==> config.mk <==
export PLATFORM = sky130hd
export DESIGN_NAME = reg_file
export DESIGN_NICKNAME = d
export VERILOG_FILES = /design/src/hw/reg_file.sv
export VERILOG_INCLUDE_DIRS = /design/src /design/src/hw
export SDC_FILE = /design/constraint.sdc
export NUM_CORES = 1
export LEC_CHECK = 0
export BUFFER_PORTS_ARGS = -buffer_cell sky130_fd_sc_hd__buf_2
export CORE_MARGIN = 1.5
export CORE_UTILIZATION = 60
export DETAILED_ROUTE_END_ITERATION = 7
export PLACE_DENSITY = 0.77
export SETUP_SLACK_MARGIN = 0.5
export SLEW_MARGIN = 20
export SYNTH_ARGS = -nofsm -noshare
export SYNTH_HDL_FRONTEND = slang
export SYNTH_SLANG_ARGS = --single-unit
==> constraint.sdc <==
create_clock -name clock -period 2.6 [get_ports clock]
set_input_delay 0.52 -clock clock [delete_from_list [all_inputs] [get_ports clock]]
set_output_delay 0.52 -clock clock [all_outputs]
set_load 0.02 [all_outputs]
==> src/hw/core_config.svh <==
`ifndef CORE_CONFIG_SVH
`define CORE_CONFIG_SVH

`define XLEN       32   // data and address width
`define DMEM_WORDS 256  // data ram depth, power of two
`define NREGS      32

`endif

==> src/hw/reg_file.sv <==
`timescale 1ns/1ps
`include "core_config.svh"

module reg_file (
    input  logic                        clock,
    input  logic                        reset,
    input  logic                        we_i,
    input  logic [$clog2(`NREGS)-1:0]   waddr_i,
    input  logic [`XLEN-1:0]            wdata_i,
    input  logic [$clog2(`NREGS)-1:0]   raddr_i,
    output logic [`XLEN-1:0]            rdata_o
);
    logic [`XLEN-1:0] regs [`NREGS];
    logic             wr_live;

    assign wr_live = we_i & (waddr_i != '0);  // x0 stays zero

    always_ff @(posedge clock) begin
        if (reset) begin
            for (int i = 0; i < `NREGS; i++) begin
                regs[i] <= '0;
            end
        end else if (wr_live) begin
            regs[waddr_i] <= wdata_i;
        end
    end

    // write-through so writeback is visible one cycle early
    assign rdata_o = (wr_live && waddr_i == raddr_i) ? wdata_i : regs[raddr_i];

endmodule

# After elaboration in Yosys (flattened, before gate mapping)
# Memories as Yosys holds them, arrays and structs flattened.
# Cells that the tools add are included.
[totals]
memories = 1
ram_bits = 1024
latchBits = 0
input_bits = 45
regBits = 0
romBits = 0
[classes]
shift = 0
addsub = 0
mux = 9
order_cmp = 0
mul = 0
n_bitwise = 1
div = 0
eq_ne = 1
reduce_logical = 3
[mem_list]
columns = ["memory", "words", "width", "rd", "rd_ports_with_merged_regs", "wr", "line_no", "source"]
rows = [
  ["regs", 32, 32, 1, 0, 32, "reg_file.sv:13", "logic [`XLEN-1:0] regs [`NREGS];"],
]
[op_table]
columns = ["operator", "count"]
rows = [
  ["two-way mux 32 bit", 2],
  ["OR reduction 32 bit", 1],
  ["two-way mux 1 bit", 6],
  ["== test 5 bit", 1],
  ["two-way mux 5 bit", 1],
  ["nonzero test 5 bit", 1],
  ["bitwise AND 1 bit", 1],
  ["logical AND 1 bit", 1],
]

# Depth between registers and ports, before layout
# Gate-level depths: netlist of run 1.
[depth]
word_depth = 7
ltp_mapped = 8
depth_no_buf = 5

# Worst setup path before layout of run 1
# OpenSTA, ideal clock, no wires.
[synth_path]
kind = "input to output"
startpoint = "input port raddr_i[0]"
endpoint = "output port rdata_o[16]"
path_buffers = 3
arrival_ps = 2161
path_stages = 7
path_slack_ps = -81
path_cell_list = "buf_6 > buf_12 > buf_12 > mux4_1 > o22ai_1 > or4_1 > o21ai_1"
[synth_via]
elab_chain_cells = 3
elab_cells_between_ends = 4
cone_classes = "eq/ne (1); mux (1); reduce/logical (1); memory (1)"
[synth_rtl]
columns = ["item", "line_no", "source"]
rows = [
  ["start: declaration", "reg_file.sv:10", "input logic [$clog2(`NREGS)-1:0] raddr_i,"],
  ["parallel branches: the longest is 2 deep, another holds memory read (32 x 32 bit)", "--", ""],
  ["two-way mux 32 bit *", "reg_file.sv:29", "assign rdata_o = (wr_live && waddr_i == raddr_i) ? wdata_i : regs[raddr_i];"],
  ["end: declaration", "reg_file.sv:11", "output logic [`XLEN-1:0] rdata_o"],
]
# Every way passes the cells marked *.

# Final worst setup path of run 1
[layout_path]
startpoint = "input port raddr_i[1]"
endpoint = "output port rdata_o[8]"
# The elaborated chain is that of the path after synthesis.

==> results.tsv, run 1 <==
stage	metric	value	unit
sta	setup_slack	-312	ps
logic_synthesis	yosys_warnings	0	
clock_network	cts_tree	yes	
floorplanning	die_y	280	um
drt	drt-vias-per-instance	6.64	
sta	maxSlewHeadroom	55.1	%
cells_and_area	reg_top3	regs (1024)	
grt	grt_usage	35.0	%
grt	overflow	0	
cells_and_area	drive_above_1_share	30.6	%
status	violations	negative setup slack	
drt	routedWlPerCell	32.5	um
critical_path	cp.arrival	2390	ps
sta	rsz0062_at_grt	yes	
critical_path	critPathMaxFanout	7	
drt	drt-initial-drc-count	4317	
drt	drtPass1Iterations	6	
sta	final-setup-viol-count	32	
place	dp_hpwl	79300	um
critical_path	critPathMaxStageDelay	460	ps
floorplanning	io_pins	77	
cells_and_area	fill_cells	4438	
status	outcome	finished with violations	
drt	vias	28400	
logic_synthesis	yosysSeqAreaShare	66.6	%
grt	grt_max_degree	33	
floorplanning	dieArea	78700	um2
critical_path	critical-path-slowest-cell	or4_4	
cells_and_area	finalNonFillerCells	4268	
clock_network	htreeDepth	3	
critical_path	critPathLaunchType	input port	
sta	period_needed	2910	ps
sta	tightest_slew	673	ps
place	dp.cells	4006	
clock_network	clock_path_buffers	3	
clock_network	cts.clk_slew.worst_paths	60	ps
logic_synthesis	syn_area_per_cell	16.0	um2
place	finalWeightedCongestion	0.870	
job	drv_cap	0	
clock_network	clockRootBuffer	clkbuf_16	
cells_and_area	nets	3195	
grt	grt_first_pass_wirelength	193000	um
cells_and_area	largest_reg_flops	1024	
drt	drc	0	
critical_path	cp_cell_sequence	buf_16, buf_12, buf_12, buf_4, buf_4, mux4_2, o22ai_4, or4_4, o21ai_4, buf_6	
critical_path	worstPathRequired	2080	ps
cells_and_area	regMostFlops	regs	
sta	clock.fmax	343	MHz
clock_network	post_cts_hold_buffer_count	0	
place	io_buffers	76	
floorplanning	dieWidth	280	um
drt	drt.antenna.violating_nets	0	
pwr	peakVddDrop	0.493	mV
floorplanning	core_area	76100	um2
sta	finalCritPeriodShare	112	%
pwr	total_power	37500	uW
logic_synthesis	syn_area	46200	um2
critical_path	cp-end-kind	primary output	
sta	finalHoldViolations	0	
floorplanning	rows	101	
logic_synthesis	ys_ff_latch	1024	
logic_synthesis	synthCells	2887	
critical_path	crit_type	in -> out	
grt	antenna_found_initial	9	
floorplanning	initial_core_util	60.7	%
grt	grt_pass1_vias	28600	
cells_and_area	syn_to_final_growth	20.1	%
clock_network	numCtsBuffers	103	
drt	wirelength	139000	um
clock_network	numClockSinks	1024	
sta	maxSlewViolCount	0	
pwr	powerDensity	676	nW/um2
logic_synthesis	synth_cell_types	31	
pwr	leakage	0.0197	uW
cells_and_area	regArea	30700	um2
hold_path	hp-class	in -> reg	
cells_and_area	multi_input_area	15100	um2
==> area by class of cell <==
type / count / share of cell area (%)
sequential: 1024 / 55.4
multi-input combinational: 1603 / 27.3
timing repair buffer: 418 / 9.22
clock buffer: 131 / 4.99
tap: 1030 / 2.32
clock inverter: 59 / 0.769
antenna: 3 / 0.0135
==> Yosys cell counts <==
cell         n  area, um2
buf_8        1       15.0
buf_6       14        158
o21ai_1     31        155
clkbuf_4     1       7.51
a2111o_1     1       11.3
nand3b_1     8       60.1
and2_1     992       6210
or2_2       31        194
or3_1        3       18.8
nand2b_1     1       6.26
buf_2       41        205
mux4_2     224       5040
nor2b_1      2       12.5
or3b_2       4       35.0
nor3_1       2       10.0
nand2_1     36        135
or4_1       31        233
nand4_1      1       6.26
buf_12      11        220
nor2_1      34        128
clkbuf_1   217        815
a211oi_1     1       7.51
nand3_1      4       20.0
o22ai_1    124        776
xnor2_1      5       43.8
conb_1       1       3.75
buf_4        4       30.0
buf_1        2       7.51
edfxtp_1  1024      30700
mux4_1      32        841
mux2i_1      4       40.0
==> cells in the final DEF (no fill, tap or decap), types with 8 or more instances in the layout <==
master,instances
or4_4,31
nand2_1,30
o21ai_4,28
buf_2,39
clkinv_1,30
and2_1,992
clkinv_2,17
clkbuf_16,123
or2_4,19
o22ai_4,14
nor2_2,31
clkbuf_1,24
buf_16,21
nand3b_1,8
o22ai_2,42
mux4_1,16
buf_6,56
o22ai_1,68
or2_2,12
mux4_2,240
buf_12,86
conb_1,32
buf_4,193
edfxtp_1,1024
==> power breakdown <==
group | internal, uW | switching [uW] | total, uW
registers | 19000 | 276 | 19300
clock network | 8080 | 6260 | 14300
logic | 1780 | 2060 | 3850
total | 28900 | 8600 | 37500
==> through the flow <==
stage / util (%) / worst slack [ps] / TNS [ps] / area [um2] / hold WS [ps]
after floorplan: - / 2.38 / 0 / 46800 / 718
after global routing: 72.9 / -342 / -9520 / 55500 / 419
final: 73.0 / -312 / -8180 / 55500 / 451
after detailed placement: 66.0 / -509 / -12170 / 50200 / 1100
after global placement: 66.0 / -487 / -11700 / 50200 / 1100
after CTS: 71.4 / -255 / -6720 / 54300 / 406
==> critical path, delay by kind of cell <==
family,cells,cell delay [ps]
buffers and inverters,6,880
and+or+nand+nor,1,460
AOI/OAI and AO/OA,2,270
muxes,1,250
==> metal layers <==
layer / vias to the layer above / routed length (um) / global-route usage, %
li1: 11200 / - / -
met1: 14400 / 47100 / 45.3
met2: 2334 / 66200 / 54.6
met3: 413 / 18300 / 9.40
met4: 2 / 7120 / 18.5
met5: - / 13 / 0
==> path summary, 6_finish.rpt <==
check | startpoint | endpoint | slack, ps | cells past startpoint
worst max-delay path | raddr_i[1] | rdata_o[8] | -310 | 10
worst min-delay path | reset | regs[0][26]$_SDFFCE_PN0P_ | 450 | 2
==> what timing repair did <==
action	4_1_cts	5_1_grt
gates resized for setup	146	97
setup buffers	3	39
gates cloned	10	17
setup endpoints to repair	32	32
pin swaps	12	47
==> logic make-up after synthesis <==
| kind of cell | share of synthesized area, % |
|---|---|
| and+or+nand+nor | 15.3 |
| DFF | 66.6 |
| xor gates and xnor gates | 0.0948 |
| muxes | 12.8 |
| AOI/OAI and AO/OA | 2.06 |
| buffers and inverters | 3.16 |
| other | 0.00812 |
Power figures use the tool's default switching activity.
==> run 2: changes to the inputs <==
==> constraint.sdc (replaced) <==
create_clock -name clock -period 2.6 [get_ports clock]
set_input_delay 0.26 -clock clock [delete_from_list [all_inputs] [get_ports clock]]
set_output_delay 0.26 -clock clock [all_outputs]
set_load 0.02 [all_outputs]
==> run 2 against run 1 <==
Flip-flop and latch count is the same. Global-route usage shrank 3.1 points. Largest power group unchanged. Critical path depth shrank 4. Count of clock-buffer cells in the layout shrank 3. Non-clock buffer count decreased by 175. Setup slack better by 280 ps. Highest routed layer unchanged. Sequential power is essentially flat. Utilization decreased by 4.1 points. Clock power rose by 3%. The flow still finishes with violations (negative setup slack). Sequential share of layout area up 3.3 points.
==> results.tsv, run 2 (same netlist as run 1, synthesis figures left out) <==
stage	metric	value	unit	change
floorplanning	core_area	76100	um2	unchanged
floorplanning	initial_core_util	60.7	%	unchanged
sta	final-setup-viol-count	4		-88%
place	finalWeightedCongestion	0.889		+2.2%
clock_network	cts_tree	yes		
critical_path	critPathLaunchType	flip-flop		
clock_network	clock_path_buffers	3		unchanged
hold_path	hold_depth	2		unchanged
cells_and_area	final_area	52400	um2	-5.6%
cells_and_area	fill_cells	4878		+9.9%
clock_network	numClockSinks	1024		unchanged
cells_and_area	regMostFlops	regs		
critical_path	critPathMaxStageDelay	550	ps	+90 ps
clock_network	cts.clk_slew.worst_paths	60	ps	about the same
grt	grt_max_degree	48		+45%
floorplanning	rows	101		unchanged
pwr	powerDensity	710	nW/um2	+5.1%
sta	finalCritPeriodShare	101	%	-11 points
critical_path	critical-path-slowest-cell	or4_4		
sta	finalHoldViolations	0		unchanged
job	drv_cap	0		unchanged
cells_and_area	nets	3021		-5.4%
pwr	leakage	0.0183	uW	-7.3%
critical_path	critPathMaxFanout	1		-6
critical_path	worstPathRequired	2340	ps	+260 ps
critical_path	crit_family	simple AND/OR/NAND/NOR gates		
critical_path	critical_path_buf_inv_count	2		-4
clock_network	htreeDepth	3		unchanged
sta	period_needed	2630	ps	-284 ps
place	placed_area	48300	um2	-3.7%
cells_and_area	drive_above_1_share	25.7	%	-4.9 points
hold_path	hp-class	in -> reg		
drt	vias	26400		-7.0%
floorplanning	die_y	280	um	unchanged
floorplanning	dieArea	78700	um2	unchanged
sta	maxSlewHeadroom	24.8	%	-30 points
drt	drtPass1Iterations	5		-1
critical_path	path_common_cell	buf_6		
cells_and_area	final_common_cell	edfxtp_1		
sta	timing.hold.ws	42.5	ps	-409 ps
place	io_buffers	76		unchanged
floorplanning	dieWidth	280	um	unchanged
cells_and_area	regArea	30700	um2	unchanged
sta	rsz0062_at_grt	yes		
sta	tightest_slew	1130	ps	+455 ps
sta	maxSlewViolCount	0		unchanged
sta	setup_slack	-28.3	ps	+284 ps
pwr	total_power	37200	uW	-0.83%
grt	overflow	0		unchanged
sta	clock.fmax	380	MHz	+11%
hold_path	hp-start	wdata_i[11]		
grt	grt_usage	31.9	%	-3.1 points
clock_network	numCtsBuffers	104		+0.97%
drt	drc	0		unchanged
cells_and_area	reg_top3	regs (1024)		
status	violations	negative setup slack		
critical_path	cp_num_cells	6		-4
cells_and_area	final_cell_mix	edfxtp_1, and2_1, mux4_2, buf_4, clkbuf_16		
critical_path	critical_path.startpoint	regs[1][28]$_SDFFCE_PN0P_		
place	dp.cells	3900		-2.6%
drt	drt.antenna.violating_nets	0		unchanged
clock_network	clockRootBuffer	clkbuf_16		
drt	drt-vias-per-instance	6.43		-3.2%
grt	antenna_found_initial	8		-1
critical_path	cp_cell_sequence	mux4_2, o22ai_2, buf_6, or4_4, o21ai_2, buf_6		
grt	grt_pass1_vias	26900		-6.2%
cells_and_area	syn_to_final_growth	13.4	%	
floorplanning	io_pins	77		unchanged
hold_path	holdPathEnd	regs[20][11]$_SDFFCE_PN0P_		
cells_and_area	largest_reg_flops	1024		unchanged
pwr	peakVddDrop	0.727	mV	+48%
critical_path	crit_type	reg -> out		
status	outcome	finished with violations		
critical_path	cp.arrival	2370	ps	-20 ps
critical_path	cp-end-kind	primary output		
cells_and_area	multi_input_area	14800	um2	-2.4%
grt	grt_first_pass_wirelength	179000	um	-7.2%
drt	wirelength	123000	um	-11%
cells_and_area	finalNonFillerCells	4097		-4.0%
drt	drt-initial-drc-count	3399		-21%
place	dp_hpwl	72300	um	-8.9%
drt	routedWlPerCell	30.0	um	-7.7%
[run 2: how the worst max path moves through the flow]
| stage | end |
|---|---|
| after floorplan | rdata_o[26] |
| after global placement | rdata_o[5] |
| after CTS | rdata_o[14] |
| final | rdata_o[28] |
| after detailed placement | rdata_o[5] |
| after global routing | rdata_o[14] |
[run 2: final cells by class]
cell class	count	area share (%)
antenna	4	0.0191
clock buffer	128	5.22
clock inverter	65	1.13
multi-input combinational	1603	28.2
sequential	1024	58.7
tap	1030	2.46
timing repair buffer	243	4.22
[run 2: through the flow]
stage / util (%) / setup WS [ps] / setup TNS, ps
floorplan: - / 442 / 0
finish: 68.8 / -28.3 / -78.7
global route: 68.8 / -77.4 / -506
global placement: 63.5 / -46.0 / -46.0
CTS: 68.6 / -60.1 / -223
detailed placement: 63.5 / -31.0 / -31.0
[run 2: repair_timing]
| action | in CTS | in global routing |
|---|---|---|
| hold endpoints to repair | 0 | 0 |
| hold buffers | 0 | 0 |
| resized for setup | 133 | 31 |
| pin swaps | 27 | 22 |
| cloned | 0 | 0 |
| buffers inserted | 0 | 0 |
| setup endpoints to repair | 32 | 32 |
[run 2: layer usage]
layer	wire length [um]	GRT usage (%)
met1	44000	42.6
met2	60400	51.8
met3	12500	5.38
met4	5960	14.8
met5	26	0
[run 2: power breakdown]
part | switching [uW] | leakage (uW) | internal (uW)
combinational | 1860 | 0.00687 | 1340
clock | 6160 | 0.00163 | 8530
sequential | 254 | 0.00975 | 19000
total | 8270 | 0.0183 | 28900
