--- src/hw/core_config.svh ---
`ifndef CORE_CONFIG_SVH
`define CORE_CONFIG_SVH

`define XLEN       32   // data and address width
`define DMEM_WORDS 256  // data ram depth, power of two
`define NREGS      32

`endif

--- src/hw/rv_isa_pkg.sv ---
package rv_isa_pkg;

    // ########################################################################
    // machine csr addresses
    // ########################################################################
    typedef enum logic [11:0] {
        MTVEC          = 12'h305,
        MSCRATCH       = 12'h340,
        MEPC           = 12'h341,
        MCAUSE         = 12'h342
    } csr_addr_e;

    // low bits of funct3 for csrrw / csrrs / csrrc
    typedef enum logic [1:0] {
        CSR_RW = 2'b01,
        CSR_RS = 2'b10,
        CSR_RC = 2'b11
    } csr_op_e;

    // ########################################################################
    // memory access size, as funct3[1:0]
    // ########################################################################
    typedef enum logic [1:0] {
        SZ_B = 2'b00,
        SZ_H = 2'b01,
        SZ_W = 2'b10
    } mem_size_e;

    localparam int unsigned CAUSE_ECALL_M = 11;  // environment call from m-mode

endpackage

--- src/hw/pipe_pkg.sv ---
package pipe_pkg;

    import rv_isa_pkg::*;

    typedef enum logic [2:0] {
        CL_ALU    = 3'd0,
        CL_LOAD   = 3'd1,
        CL_STORE  = 3'd2,
        CL_CSR    = 3'd3,
        CL_ECALL  = 3'd4,
        CL_FENCEI = 3'd5
    } instr_class_e;

    // load / store view of the op control word
    typedef struct packed {
        logic [8:0] pad;
        logic       unsigned_ld;  // lbu / lhu
        mem_size_e  size;
    } mem_ctrl_t;

    // class picks the view: mem for loads and stores, csr for csr ops
    typedef union packed {
        mem_ctrl_t mem;
        csr_addr_e csr;
    } op_ctrl_u;

endpackage

--- src/hw/wb_stage.sv ---
`timescale 1ns/1ps
`include "core_config.svh"

module wb_stage (
    input  logic                        clock,
    input  logic                        reset,
    input  logic                        valid_i,
    input  pipe_pkg::instr_class_e      class_i,
    input  logic [`XLEN-1:0]            pc_i,
    input  logic [$clog2(`NREGS)-1:0]   rd_i,
    input  rv_isa_pkg::csr_op_e         csr_op_i,
    input  pipe_pkg::op_ctrl_u          ctrl_i,
    input  logic [`XLEN-1:0]            result_i,
    input  logic [`XLEN-1:0]            rdata_i,     // already registered in the ram
    input  logic [`XLEN-1:0]            csr_rdata_i,
    input  logic [`XLEN-1:0]            mtvec_i,
    output logic                        rf_we_o,
    output logic [$clog2(`NREGS)-1:0]   rf_waddr_o,
    output logic [`XLEN-1:0]            rf_wdata_o,
    output logic                        csr_en_o,
    output rv_isa_pkg::csr_op_e         csr_op_o,
    output rv_isa_pkg::csr_addr_e       csr_addr_o,
    output logic [`XLEN-1:0]            csr_src_o,
    output logic                        trap_en_o,
    output logic [`XLEN-1:0]            trap_pc_o,
    output logic                        flush_valid_o,
    output logic [`XLEN-1:0]            flush_pc_o,
    output logic                        retire_valid_o,
    output logic [`XLEN-1:0]            retire_pc_o
);
    import rv_isa_pkg::*;
    import pipe_pkg::*;

    logic                      valid_q;
    instr_class_e              class_q;
    logic [`XLEN-1:0]          pc_q;
    logic [$clog2(`NREGS)-1:0] rd_q;
    csr_op_e                   csr_op_q;
    op_ctrl_u                  ctrl_q;
    logic [`XLEN-1:0]          result_q;

    logic [7:0]                ld_byte;
    logic [15:0]               ld_half;
    logic                      ld_sign;
    logic [`XLEN-1:0]          ld_data;

    always_ff @(posedge clock) begin
        if (reset) begin
            valid_q <= 1'b0;
        end else begin
            valid_q <= valid_i;
        end
    end

    always_ff @(posedge clock) begin
        if (valid_i) begin
            class_q  <= class_i;
            pc_q     <= pc_i;
            rd_q     <= rd_i;
            csr_op_q <= csr_op_i;
            ctrl_q   <= ctrl_i;
            result_q <= result_i;
        end
    end

    // ########################################################################
    // load extraction and register write data
    // ########################################################################
    assign ld_byte = rdata_i[8*result_q[1:0] +: 8];
    assign ld_half = rdata_i[16*result_q[1] +: 16];

    always_comb begin
        ld_sign = 1'b0;
        case (ctrl_q.mem.size)
            SZ_B: begin
                ld_sign = ~ctrl_q.mem.unsigned_ld & ld_byte[7];
                ld_data = {{(`XLEN-8){ld_sign}}, ld_byte};
            end
            SZ_H: begin
                ld_sign = ~ctrl_q.mem.unsigned_ld & ld_half[15];
                ld_data = {{(`XLEN-16){ld_sign}}, ld_half};
            end
            default: ld_data = rdata_i;
        endcase
    end

    always_comb begin
        case (class_q)
            CL_LOAD: rf_wdata_o = ld_data;
            CL_CSR:  rf_wdata_o = csr_rdata_i;  // old csr value
            default: rf_wdata_o = result_q;
        endcase
    end

    assign rf_we_o    = valid_q & (class_q == CL_ALU || class_q == CL_LOAD
                                   || class_q == CL_CSR);
    assign rf_waddr_o = rd_q;

    // csr access and trap
    assign csr_en_o   = valid_q & (class_q == CL_CSR);
    assign csr_op_o   = csr_op_q;
    assign csr_addr_o = ctrl_q.csr;
    assign csr_src_o  = result_q;
    assign trap_en_o  = valid_q & (class_q == CL_ECALL);
    assign trap_pc_o  = pc_q;

    assign flush_valid_o  = valid_q & (class_q == CL_ECALL || class_q == CL_FENCEI);
    assign flush_pc_o     = (class_q == CL_ECALL) ? mtvec_i : pc_q + `XLEN'(4);
    assign retire_valid_o = valid_q;
    assign retire_pc_o    = pc_q;

    a_no_wr_on_trap: assert property (@(posedge clock) disable iff (reset)
        !(rf_we_o && trap_en_o));

endmodule

--- config.mk ---
export PLATFORM = sky130hd
export DESIGN_NAME = wb_stage
export DESIGN_NICKNAME = d
export VERILOG_FILES = /design/src/hw/rv_isa_pkg.sv /design/src/hw/pipe_pkg.sv /design/src/hw/wb_stage.sv
export VERILOG_INCLUDE_DIRS = /design/src /design/src/hw
export SDC_FILE = /design/constraint.sdc
export NUM_CORES = 1
export LEC_CHECK = 0
export BUFFER_PORTS_ARGS = -buffer_cell sky130_fd_sc_hd__buf_2
export CAP_MARGIN = 20
export CORE_AREA = 5 5 139 141
export DETAILED_ROUTE_END_ITERATION = 16
export DIE_AREA = 0 0 144 146
export PLACE_DENSITY = 0.67
export SLEW_MARGIN = 20
export SYNTH_ARGS = -nofsm -noshare
export SYNTH_HDL_FRONTEND = slang
export SYNTH_SLANG_ARGS = --single-unit
--- constraint.sdc ---
create_clock -name clock -period 2.7 [get_ports clock]
set_clock_uncertainty 0.2 [all_clocks]
set_input_delay 0.135 -clock clock [delete_from_list [all_inputs] [get_ports clock]]
set_output_delay 0.135 -clock clock [all_outputs]
set_load 0.01 [all_outputs]
# Yosys cells after proc, flatten, opt, wreduce, memory -nomap -nowiden
# Index checks and enable logic that the tools add are counted.
[op_classes] addsub=1 n_eq_ne=5 shift=2 n_mux=3 bitwise_logic=7 reduce_logical=5
[op_table] operator="$pmux 32 s2" count=2
[op_table] operator="$add 32x3->32 const B" count=1
[op_table] operator="$mux 32" count=1
[op_table] operator="$shiftx 32x6->16" count=1
[op_table] operator="$shiftx 32x6->8" count=1
[op_table] operator="$and 1x1->1" count=6
[op_table] operator="$eq 3x3->1 const B" count=2
[op_table] operator="$eq 3x1->1 const B" count=1
[op_table] operator="$eq 3x2->1 const B" count=1
[op_table] operator="$logic_not 3->1" count=1
[op_table] operator="$logic_or 1x1->1" count=3
[op_table] operator="$eq 2x1->1 const B" count=1
[op_table] operator="$logic_not 2->1" count=1
[op_table] operator="$not 1->1" count=1
[totals] register_bits=87 inputBits=185 out_inout_bits=184 wordCells=30

# Logic depth before layout (Yosys ltp)
# Gate-level depths: netlist of the first run.
[logic_depth] depth_word=4 depth_mapped=6 ltp_nobuf=5

# Worst setup path before layout of the first run
# No wires, ideal clock.
[synth_timing] path_kind="register to output" start="reg pc_q[2] (netlist: retire_pc_o[2])" end="out flush_pc_o[24]" arrival_time_ps=2071 required_time_ps=2365 setup_slack_ps=294 path_stages_with_launch=7 path_buffers=1 path_cell_list="edfxtp_1 ha_1 nand4_2 or3_1 buf_2 or3_1 a31oi_1"
[synth_between] elab_chain_cells=2
[synth_lines] element="start, declared" line_no="wb_stage.sv:36" source="logic [`XLEN-1:0] pc_q;"
[synth_lines] element="start signal, assigned" line_no="wb_stage.sv:58" source="pc_q <= pc_i;"
[synth_lines] element="$add 32x3->32" line_no="wb_stage.sv:108" source="assign flush_pc_o = (class_q == CL_ECALL) ? mtvec_i : pc_q + `XLEN'(4);"
[synth_lines] element="$mux 32" line_no="wb_stage.sv:108"
[synth_lines] element="end, declared" line_no="wb_stage.sv:27" source="output logic [`XLEN-1:0] flush_pc_o,"
# Every way passes these cells.

# Worst setup path after layout of the first run
[layout_timing] start="reg pc_q[7] (netlist: retire_pc_o[7])" end="out flush_pc_o[27]"
# Same word-level chain as after synthesis.

==> results of run 1 <==
metal layers:
metal / GRT usage [%] / vias to the layer above / share of wire [%]
li1: - / 2787 / -
met1: 27.14 / 2777 / 39
met2: 33.75 / 382 / 49
met3: 4.831 / 40 / 9.8
met4: 6.874 / 0 / 2.4
met5: 0 / - / 0
where the power goes:
part | total [mW] | leakage (nW) | switching, mW | internal (mW)
clock | 1.26 | 0.145 | 0.605 | 0.656
sequential | 1.69 | 0.850 | 0.0888 | 1.61
combinational | 1.20 | 2.75 | 0.657 | 0.547
total | 4.16 | 3.75 | 1.35 | 2.81
logic make-up after synthesis:
| kind of cell | Yosys count | share of synthesized area (%) |
|---|---|---|
| AOI/OAI and AO/OA | 124 | 15.50 |
| xor gates and xnor gates | 13 | 2.218 |
| adders and majority gates | 1 | 0.2437 |
| buffers and inverters | 73 | 7.896 |
| DFF | 87 | 50.69 |
| muxes | 16 | 3.120 |
| and+or+nand+nor | 202 | 20.33 |
worst paths after layout:
kind	from	to	slack [ns]	depth (start not counted)
worst max-delay path	retire_pc_o[7]$_DFFE_PP_	flush_pc_o[27]	0.007	6
worst min-delay path	valid_i	retire_pc_o[14]$_DFFE_PP_	0.08	1
registers in the layout (all words and copies together), names as in the netlist:
register / count
csr_src_o: 32
retire_valid_o: 1
retire_pc_o: 32
csr_addr_o: 12
csr_op_o: 2
class_q: 3
rf_waddr_o: 5
what timing repair did:
action | in CTS | in global routing
setup buffers | 12 | 10
hold endpoints to repair | 87 | 0
endpoints found under the setup margin | 18 | 17
hold buffers | 87 | 0
cloned | 1 | 1
pin swaps | 3 | 9
resized for setup | 5 | 11
cell usage after synthesis, types with 2 or more instances:
cell      number
edfxtp_1      86
nand2_1       73
nor2b_1       42
buf_4         32
clkbuf_1      29
o21ai_0       27
nor2_1        26
o31ai_1       25
nand3_1       20
a21oi_1       18
mux2i_1       16
a31oi_1       15
xnor2_1       11
o21ai_1       10
or4_1         10
or3_1          9
a211oi_1       8
o221ai_1       8
o311ai_1       8
inv_1          7
nand4_1        4
nor3_1         4
and3_1         3
buf_2          3
nor4_1         3
and4_1         2
o22ai_1        2
xor2_1         2
metrics by stage:
stage / TNS [ns] / hold WS [ns]
after CTS: -0.01599 / 0.07603
after detailed placement: 0 / 0.09687
final: 0 / 0.08306
after global routing: -0.1217 / 0.08553
after floorplan: 0 / 0.006611
after global placement: 0 / 0.09227
cell type report:
| type | instances | area, um2 |
|---|---|---|
| Multi-Input combinational cell | 358 | 2216 |
| Sequential cell | 87 | 2603 |
| Timing Repair Buffer | 495 | 3035 |
| Inverter | 8 | 30.03 |
| Clock inverter | 7 | 80.08 |
| Tap cell | 229 | 286.5 |
| Clock buffer | 9 | 225.2 |
| Fill cell | 1662 | 9365 |
==> flow_summary.json, run 1 <==
{
  "num_antenna_cells": 0,
  "coreArea_um2": 17840,
  "synth_nets": 702,
  "synth_area_um2": 5134,
  "clk_pin_slew_ns": 0.07,
  "fin_util_pct": 47.51,
  "p_total_mw": 4.160,
  "setup_viol": 0,
  "ys_top_cells_by_area": "edfxtp_1, nand2_1, nor2b_1",
  "fin_crit_ns": 2.693,
  "maxCapViolCount": 0,
  "yosysWarningCount": 0,
  "max_freq_mhz": 371.3,
  "place_congestion": 0.9126,
  "critPathMaxFanout": 7,
  "final_common_cell": "buf_2",
  "cts_root_buf": "clkbuf_16",
  "yosysTopAreaCellShare_pct": 50.30,
  "place_area_um2": 7049,
  "grt.overflow.total": 0,
  "cp-start-kind": "flip-flop",
  "via_count": 5986,
  "antenna_left": 0,
  "cts_buffer_depth": 2,
  "crit_family": "simple AND/OR/NAND/NOR gates",
  "ys_types": 41,
  "initialDrtViolationCount": 566,
  "crit_required_ns": 2.37,
  "ys_seq_elements": 87,
  "cts_tree": "done",
  "cts_made_buffers": 9,
  "mostFrequentLayoutCells": "buf_2, dlygate4sd3_1, edfxtp_1",
  "port_buffers": 368,
  "cts_max_level": 3,
  "grt_max_degree": 49,
  "fin_crit_sh_pct": 99.74,
  "dieArea_um2": 21020,
  "synth_top_cell_by_area": "edfxtp_1",
  "worstPathArrival_ns": 2.36,
  "powerDensity_nw_per_um2": 490.8,
  "timing_hold_violations_final": 0,
  "leakage_nw": 3.746,
  "drcViolationCount": 0,
  "cp_slowest_cell": "or4_4",
  "slew_headroom_pct": 51.97,
  "endpoint_kind": "primary output",
  "postLayoutSetupSlackWorst_ns": 0.007025,
  "crit_path_cell_trace": "nand4_1, buf_6, or4_4, or4_4, a31oi_1, buf_2",
  "die_h_um": 146,
  "finalInstanceArea_um2": 8476,
  "post_drt_wl_per_cell_um": 19.50,
  "vdd_drop_max_mv": 0.2688,
  "netlist_instances": 516,
  "boundaryPins": 369,
  "finalNetCount": 1145,
  "synth_edf_count": 86,
  "rows": 49,
  "start_util_pct": 28.77,
  "final-max-slew-violation-count": 0,
  "status": "finished clean",
  "dp_cells": 1066,
  "grt_pass1_vias": 5689,
  "layout.cells.non_filler": 1193,
  "ys_async_sr_fraction_pct": 0,
  "clock_sinks": 87,
  "drtPass1Iterations": 5,
  "rsz0062_at_grt": "yes",
  "hpwlAfterDp_um": 17200,
  "crit_type": "reg -> out",
  "post-place-ws_ns": 0.1777,
  "path_buf_inv": 2,
  "ys.flop_type": "edfxtp_1",
  "grt_use_total_pct": 20.77,
  "wl_um": 23270,
  "drive_above_1_share_pct": 46.06,
  "grt_antenna_before_repair": 0,
  "synthToLayoutAreaGrowth_pct": 65.10,
  "die_x_um": 144,
  "synth.avg_cell_area_um2": 9.949,
  "crit_top_cell": "or4_4",
  "slowest_delay_ns": 0.59,
  "hold_class": "in -> reg",
  "yosysSeqAreaShare_pct": 50.69,
  "grt_pass1_wl_um": 33380,
  "viasPerCell": 5.018,
  "tightest_slew_ns": 0.7187
}
Power figures use the tool's default switching activity.
==> run 2: changes to the inputs <==
--- a/config.mk
+++ b/config.mk
@@ -7,11 +7,9 @@
 export NUM_CORES = 1
 export LEC_CHECK = 0
 export BUFFER_PORTS_ARGS = -buffer_cell sky130_fd_sc_hd__buf_2
-export CAP_MARGIN = 20
 export CORE_AREA = 5 5 139 141
 export DETAILED_ROUTE_END_ITERATION = 16
 export DIE_AREA = 0 0 144 146
-export PLACE_DENSITY = 0.67
 export SLEW_MARGIN = 20
 export SYNTH_ARGS = -nofsm -noshare
 export SYNTH_HDL_FRONTEND = slang
==> flow_summary.json, run 2 (synthesis results as in run 1) <==
{
  "crit_type": "reg -> out",
  "grt_antenna_before_repair": 2,
  "clock_sinks": 87,
  "cts_max_level": 3,
  "powerDensity_nw_per_um2": 497.1,
  "fin_crit_sh_pct": 98.61,
  "tightest_slew_ns": 0.7029,
  "critPathMaxFanout": 7,
  "p_total_mw": 4.249,
  "clk_pin_slew_ns": 0.08,
  "status": "finished clean",
  "crit_path_cell_trace": "ha_2, nand4_4, or3_4, or4_1, a31oi_1, buf_2",
  "post-place-ws_ns": 0.2163,
  "crit_family": "simple AND/OR/NAND/NOR gates",
  "maxCapViolCount": 0,
  "slowest_delay_ns": 0.44,
  "antenna_left": 0,
  "holdWs_ns": 0.01241,
  "path_buf_inv": 1,
  "cts_root_buf": "clkbuf_16",
  "drcViolationCount": 0,
  "fin_crit_ns": 2.662,
  "n_fill_cell": 1725,
  "place_congestion": 0.8744,
  "synthToLayoutAreaGrowth_pct": 66.49,
  "slew_headroom_pct": 53.03,
  "cts_tree": "done",
  "grt.overflow.total": 0,
  "drtPass1Iterations": 5,
  "cp-start-kind": "flip-flop",
  "cp_slowest_cell": "or3_4",
  "endpoint_kind": "primary output",
  "rows": 49,
  "leakage_nw": 3.782,
  "final_common_cell": "buf_2",
  "finalSetupTns_ns": 0,
  "finalNetCount": 1152,
  "cts_buffer_depth": 2,
  "hpwlAfterDp_um": 16980,
  "final-max-slew-violation-count": 0,
  "cts_made_buffers": 9,
  "timing_hold_violations_final": 0,
  "grt_use_total_pct": 20.55,
  "wl_um": 22880,
  "viasPerCell": 4.902,
  "fin_util_pct": 47.91,
  "coreArea_um2": 17840,
  "post_drt_wl_per_cell_um": 19.05,
  "max_freq_mhz": 375.6,
  "crit_required_ns": 2.37,
  "via_count": 5887,
  "die_x_um": 144,
  "grt_max_degree": 50,
  "die_h_um": 146,
  "start_util_pct": 28.77,
  "dieArea_um2": 21020,
  "initialDrtViolationCount": 382,
  "rsz0062_at_grt": "yes",
  "port_buffers": 368,
  "hold_class": "in -> reg",
  "grt_pass1_vias": 5776,
  "postLayoutSetupSlackWorst_ns": 0.03755,
  "grt_pass1_wl_um": 33330,
  "vdd_drop_max_mv": 0.3049,
  "worstPathArrival_ns": 2.33,
  "drive_above_1_share_pct": 46.45,
  "mostFrequentLayoutCells": "buf_2, dlygate4sd3_1, edfxtp_1",
  "setup_viol": 0,
  "boundaryPins": 369
}
==> run 2: power breakdown <==
group	internal [mW]	switching [mW]	total (mW)
logic	0.552	0.648	1.20
clock network	0.751	0.610	1.36
registers	1.61	0.0820	1.69
total	2.91	1.34	4.25
==> run 2: timing repair <==
action	in CTS	in global routing
buffers inserted	12	11
gates resized for setup	6	9
endpoints found under the setup margin	23	14
cloned	1	1
pin swaps	4	3
hold buffers	87	0
hold endpoints to repair	87	0
==> run 2: final cells by class <==
type | count | area (um2) | area share (%)
multi-input cells | 358 | 2218 | 25.96
inverters | 8 | 30.03 | 0.3513
repair buffers | 502 | 3084 | 36.09
well taps | 229 | 286.5 | 3.352
flip-flops and latches | 87 | 2603 | 30.45
diodes | 1 | 2.502 | 0.02928
clock buffers | 9 | 225.2 | 2.635
clock inverters | 7 | 97.59 | 1.142
==> run 2: through the flow <==
stage | std cells | cell area (um2)
2_1_floorplan | 516 | 5134
3_3_place_gp | 1072 | 7094
3_5_place_dp | 1072 | 7094
4_1_cts | 1188 | 8409
5_1_grt | 1201 | 8547
6_report | 1201 | 8547
==> run 2: worst paths after layout <==
check | start | end | slack [ns] | cells past startpoint
max | retire_pc_o[3]$_DFFE_PP_ | flush_pc_o[28] | 0.04 | 6
min | valid_i | retire_pc_o[29]$_DFFE_PP_ | 0.01 | 1
==> run 2: per-layer routing <==
layer / up-vias / track usage [%] / wire length (um)
li1: 2800 / - / -
met1: 2754 / 27.20 / 9471
met2: 288 / 33.17 / 11180
met3: 43 / 3.943 / 1614
met4: 2 / 7.627 / 606
met5: - / 0 / 13
==> run 3: changes to the inputs <==
--- a/config.mk
+++ b/config.mk
@@ -7,9 +7,10 @@
 export NUM_CORES = 1
 export LEC_CHECK = 0
 export BUFFER_PORTS_ARGS = -buffer_cell sky130_fd_sc_hd__buf_2
-export CORE_AREA = 5 5 139 141
+export CORE_AREA = 2 2 144 146
+export CTS_BUF_LIST = sky130_fd_sc_hd__clkbuf_16
 export DETAILED_ROUTE_END_ITERATION = 16
-export DIE_AREA = 0 0 144 146
+export DIE_AREA = 0 0 146 148
 export SLEW_MARGIN = 20
 export SYNTH_ARGS = -nofsm -noshare
 export SYNTH_HDL_FRONTEND = slang
==> flow_summary.json, run 3 (synthesis results as in run 1) <==
{
  "final_common_cell": "buf_2",
  "met1_usage_pct": 24.93,
  "crit_type": "reg -> out",
  "worstPathArrival_ns": 2.44,
  "seqPwrFrac_pct": 40.9,
  "die_h_um": 148,
  "crit_required_ns": 2.37,
  "synthToLayoutAreaGrowth_pct": 65.05,
  "maxCapViolCount": 0,
  "grt_max_degree": 49,
  "viasPerCell": 4.675,
  "n_fill_cell": 2003,
  "power_frac_comb_pct": 28.1,
  "grt_pass1_wl_um": 30840,
  "num_antenna_cells": 0,
  "post_drt_wl_per_cell_um": 17.12,
  "place_congestion": 0.9250,
  "boundaryPins": 369,
  "finalNetCount": 1143,
  "intPower_mw": 2.802,
  "fin_crit_sh_pct": 102.8,
  "swShare_pct": 32.20,
  "start_util_pct": 25.62,
  "gr-usage-met2_pct": 29.74,
  "setup_viol": 3,
  "die_x_um": 146,
  "critPathMaxFanout": 6,
  "grt_antenna_before_repair": 0,
  "grtUsageMet3_pct": 3.426,
  "dieArea_um2": 21610,
  "grt_use_total_pct": 18.39,
  "cts_root_buf": "clkbuf_16",
  "postLayoutSetupSlackWorst_ns": -0.07632,
  "min_delay_path_depth": 1,
  "drtPass1Iterations": 5,
  "max_freq_mhz": 360.2,
  "top_usage_layer": "met2",
  "tightest_slew_ns": 0.6177,
  "drive_above_1_share_pct": 45.63,
  "powerDensity_nw_per_um2": 487.6,
  "cts_max_level": 3,
  "rows": 52,
  "holdPathEnd": "csr_src_o[2]$_DFFE_PP_",
  "switching_power_mw": 1.330,
  "grt.overflow.total": 0,
  "finalInstanceArea_um2": 8473,
  "port_buffers": 368,
  "coreArea_um2": 20040,
  "drcViolationCount": 0,
  "antenna_left": 0,
  "clk_pin_slew_ns": 0.08,
  "hold_start": "valid_i",
  "p_total_mw": 4.132,
  "cp-start-kind": "flip-flop",
  "slew_headroom_pct": 58.72,
  "via_count": 5760,
  "mostFrequentLayoutCells": "buf_2, dlygate4sd3_1, edfxtp_1",
  "clock_sinks": 87,
  "initialDrtViolationCount": 350,
  "failed_checks": "negative setup slack",
  "rsz0062_at_grt": "yes",
  "hold_class": "in -> reg",
  "fin_crit_ns": 2.776,
  "power_frac_clock_pct": 31.0,
  "vdd_drop_max_mv": 0.3589,
  "cts_buffer_depth": 2,
  "place_area_um2": 7146,
  "endpoint_kind": "primary output",
  "hpwlAfterDp_um": 15920,
  "cts_tree": "done",
  "wl_um": 21090,
  "post-place-ws_ns": 0.2378,
  "cts_made_buffers": 9,
  "finalSetupTns_ns": -0.2091,
  "status": "finished, violations left",
  "grt_pass1_vias": 5473,
  "final-max-slew-violation-count": 0,
  "leakage_nw": 3.740,
  "timing_hold_violations_final": 0
}
run 3: cell types whose count changed in the layout (fill, tap and decap cells not counted), sizes merged:
cell / change
buf: -7
bufinv: -1
or3: -1
clkinv: +2
or4: -1
inv: -1
diode: -1
run 3: power groups by stage:
stage	Combinational, mW	Sequential [mW]	Clock (mW)
floorplan	0.463	1.77	0
CTS	1.15	1.69	1.32
detailed placement	1.03	1.73	0
global placement	1.03	1.72	0
global route	1.26	1.70	1.37
finish	1.16	1.69	1.28
run 3: cell type report:
cell class                 count  area [um2]  share of cell area, %
inverter                       8       30.03                 0.3544
sequential                    87        2603                  30.71
timing repair buffer         495        3032                  35.78
multi-input combinational    356        2170                  25.61
clock buffer                   9       225.2                  2.658
tap                          270       337.8                  3.987
clock inverter                 7       76.32                 0.9008
run 3: how the worst max path moves through the flow:
| stage | depth (start not counted) | slack (ns) | to | start |
|---|---|---|---|---|
| CTS | 5 | -0.05 | flush_pc_o[25] | retire_pc_o[4]$_DFFE_PP_ |
| floorplan | 6 | 0.29 | flush_pc_o[24] | retire_pc_o[2]$_DFFE_PP_ |
| global placement | 6 | 0.28 | flush_pc_o[30] | retire_pc_o[2]$_DFFE_PP_ |
| finish | 6 | -0.08 | flush_pc_o[29] | retire_pc_o[13]$_DFFE_PP_ |
| detailed placement | 5 | 0.24 | flush_pc_o[25] | retire_pc_o[4]$_DFFE_PP_ |
| global route | 6 | -0.20 | flush_pc_o[27] | retire_pc_o[13]$_DFFE_PP_ |
run 3: worst max-delay path, stage by stage (launching register included):
cell	delay, ns
edfxtp_1	0.41
nand4_1	0.18
or4_4	0.61
buf_6	0.16
or4_1	0.39
a31oi_1	0.18
buf_2	0.16
run 3: stage by stage:
step | hold WS, ns | utilization [%] | instances
finish | 0.04149 | 42.28 | 1232
detailed placement | 0.09406 | 35.66 | 1113
global placement | 0.09860 | 35.66 | 1113
global route | 0.04069 | 42.28 | 1232
CTS | 0.03874 | 41.93 | 1225
floorplan | 0.006611 | - | 516
run 3: what timing repair did:
item	CTS	global route
endpoints found under the setup margin	16	30
endpoints found under the hold margin	87	0
gates resized for setup	3	8
setup buffers	9	7
pin swaps	1	9
hold buffers	87	0
run 3: metal layers:
layer	vias to the layer above	wire (um)	share of wire [%]
li1	2775	-	-
met1	2686	9164	43
met2	270	10140	48
met3	29	1385	6.6
met4	0	400	1.9
met5	-	0	0
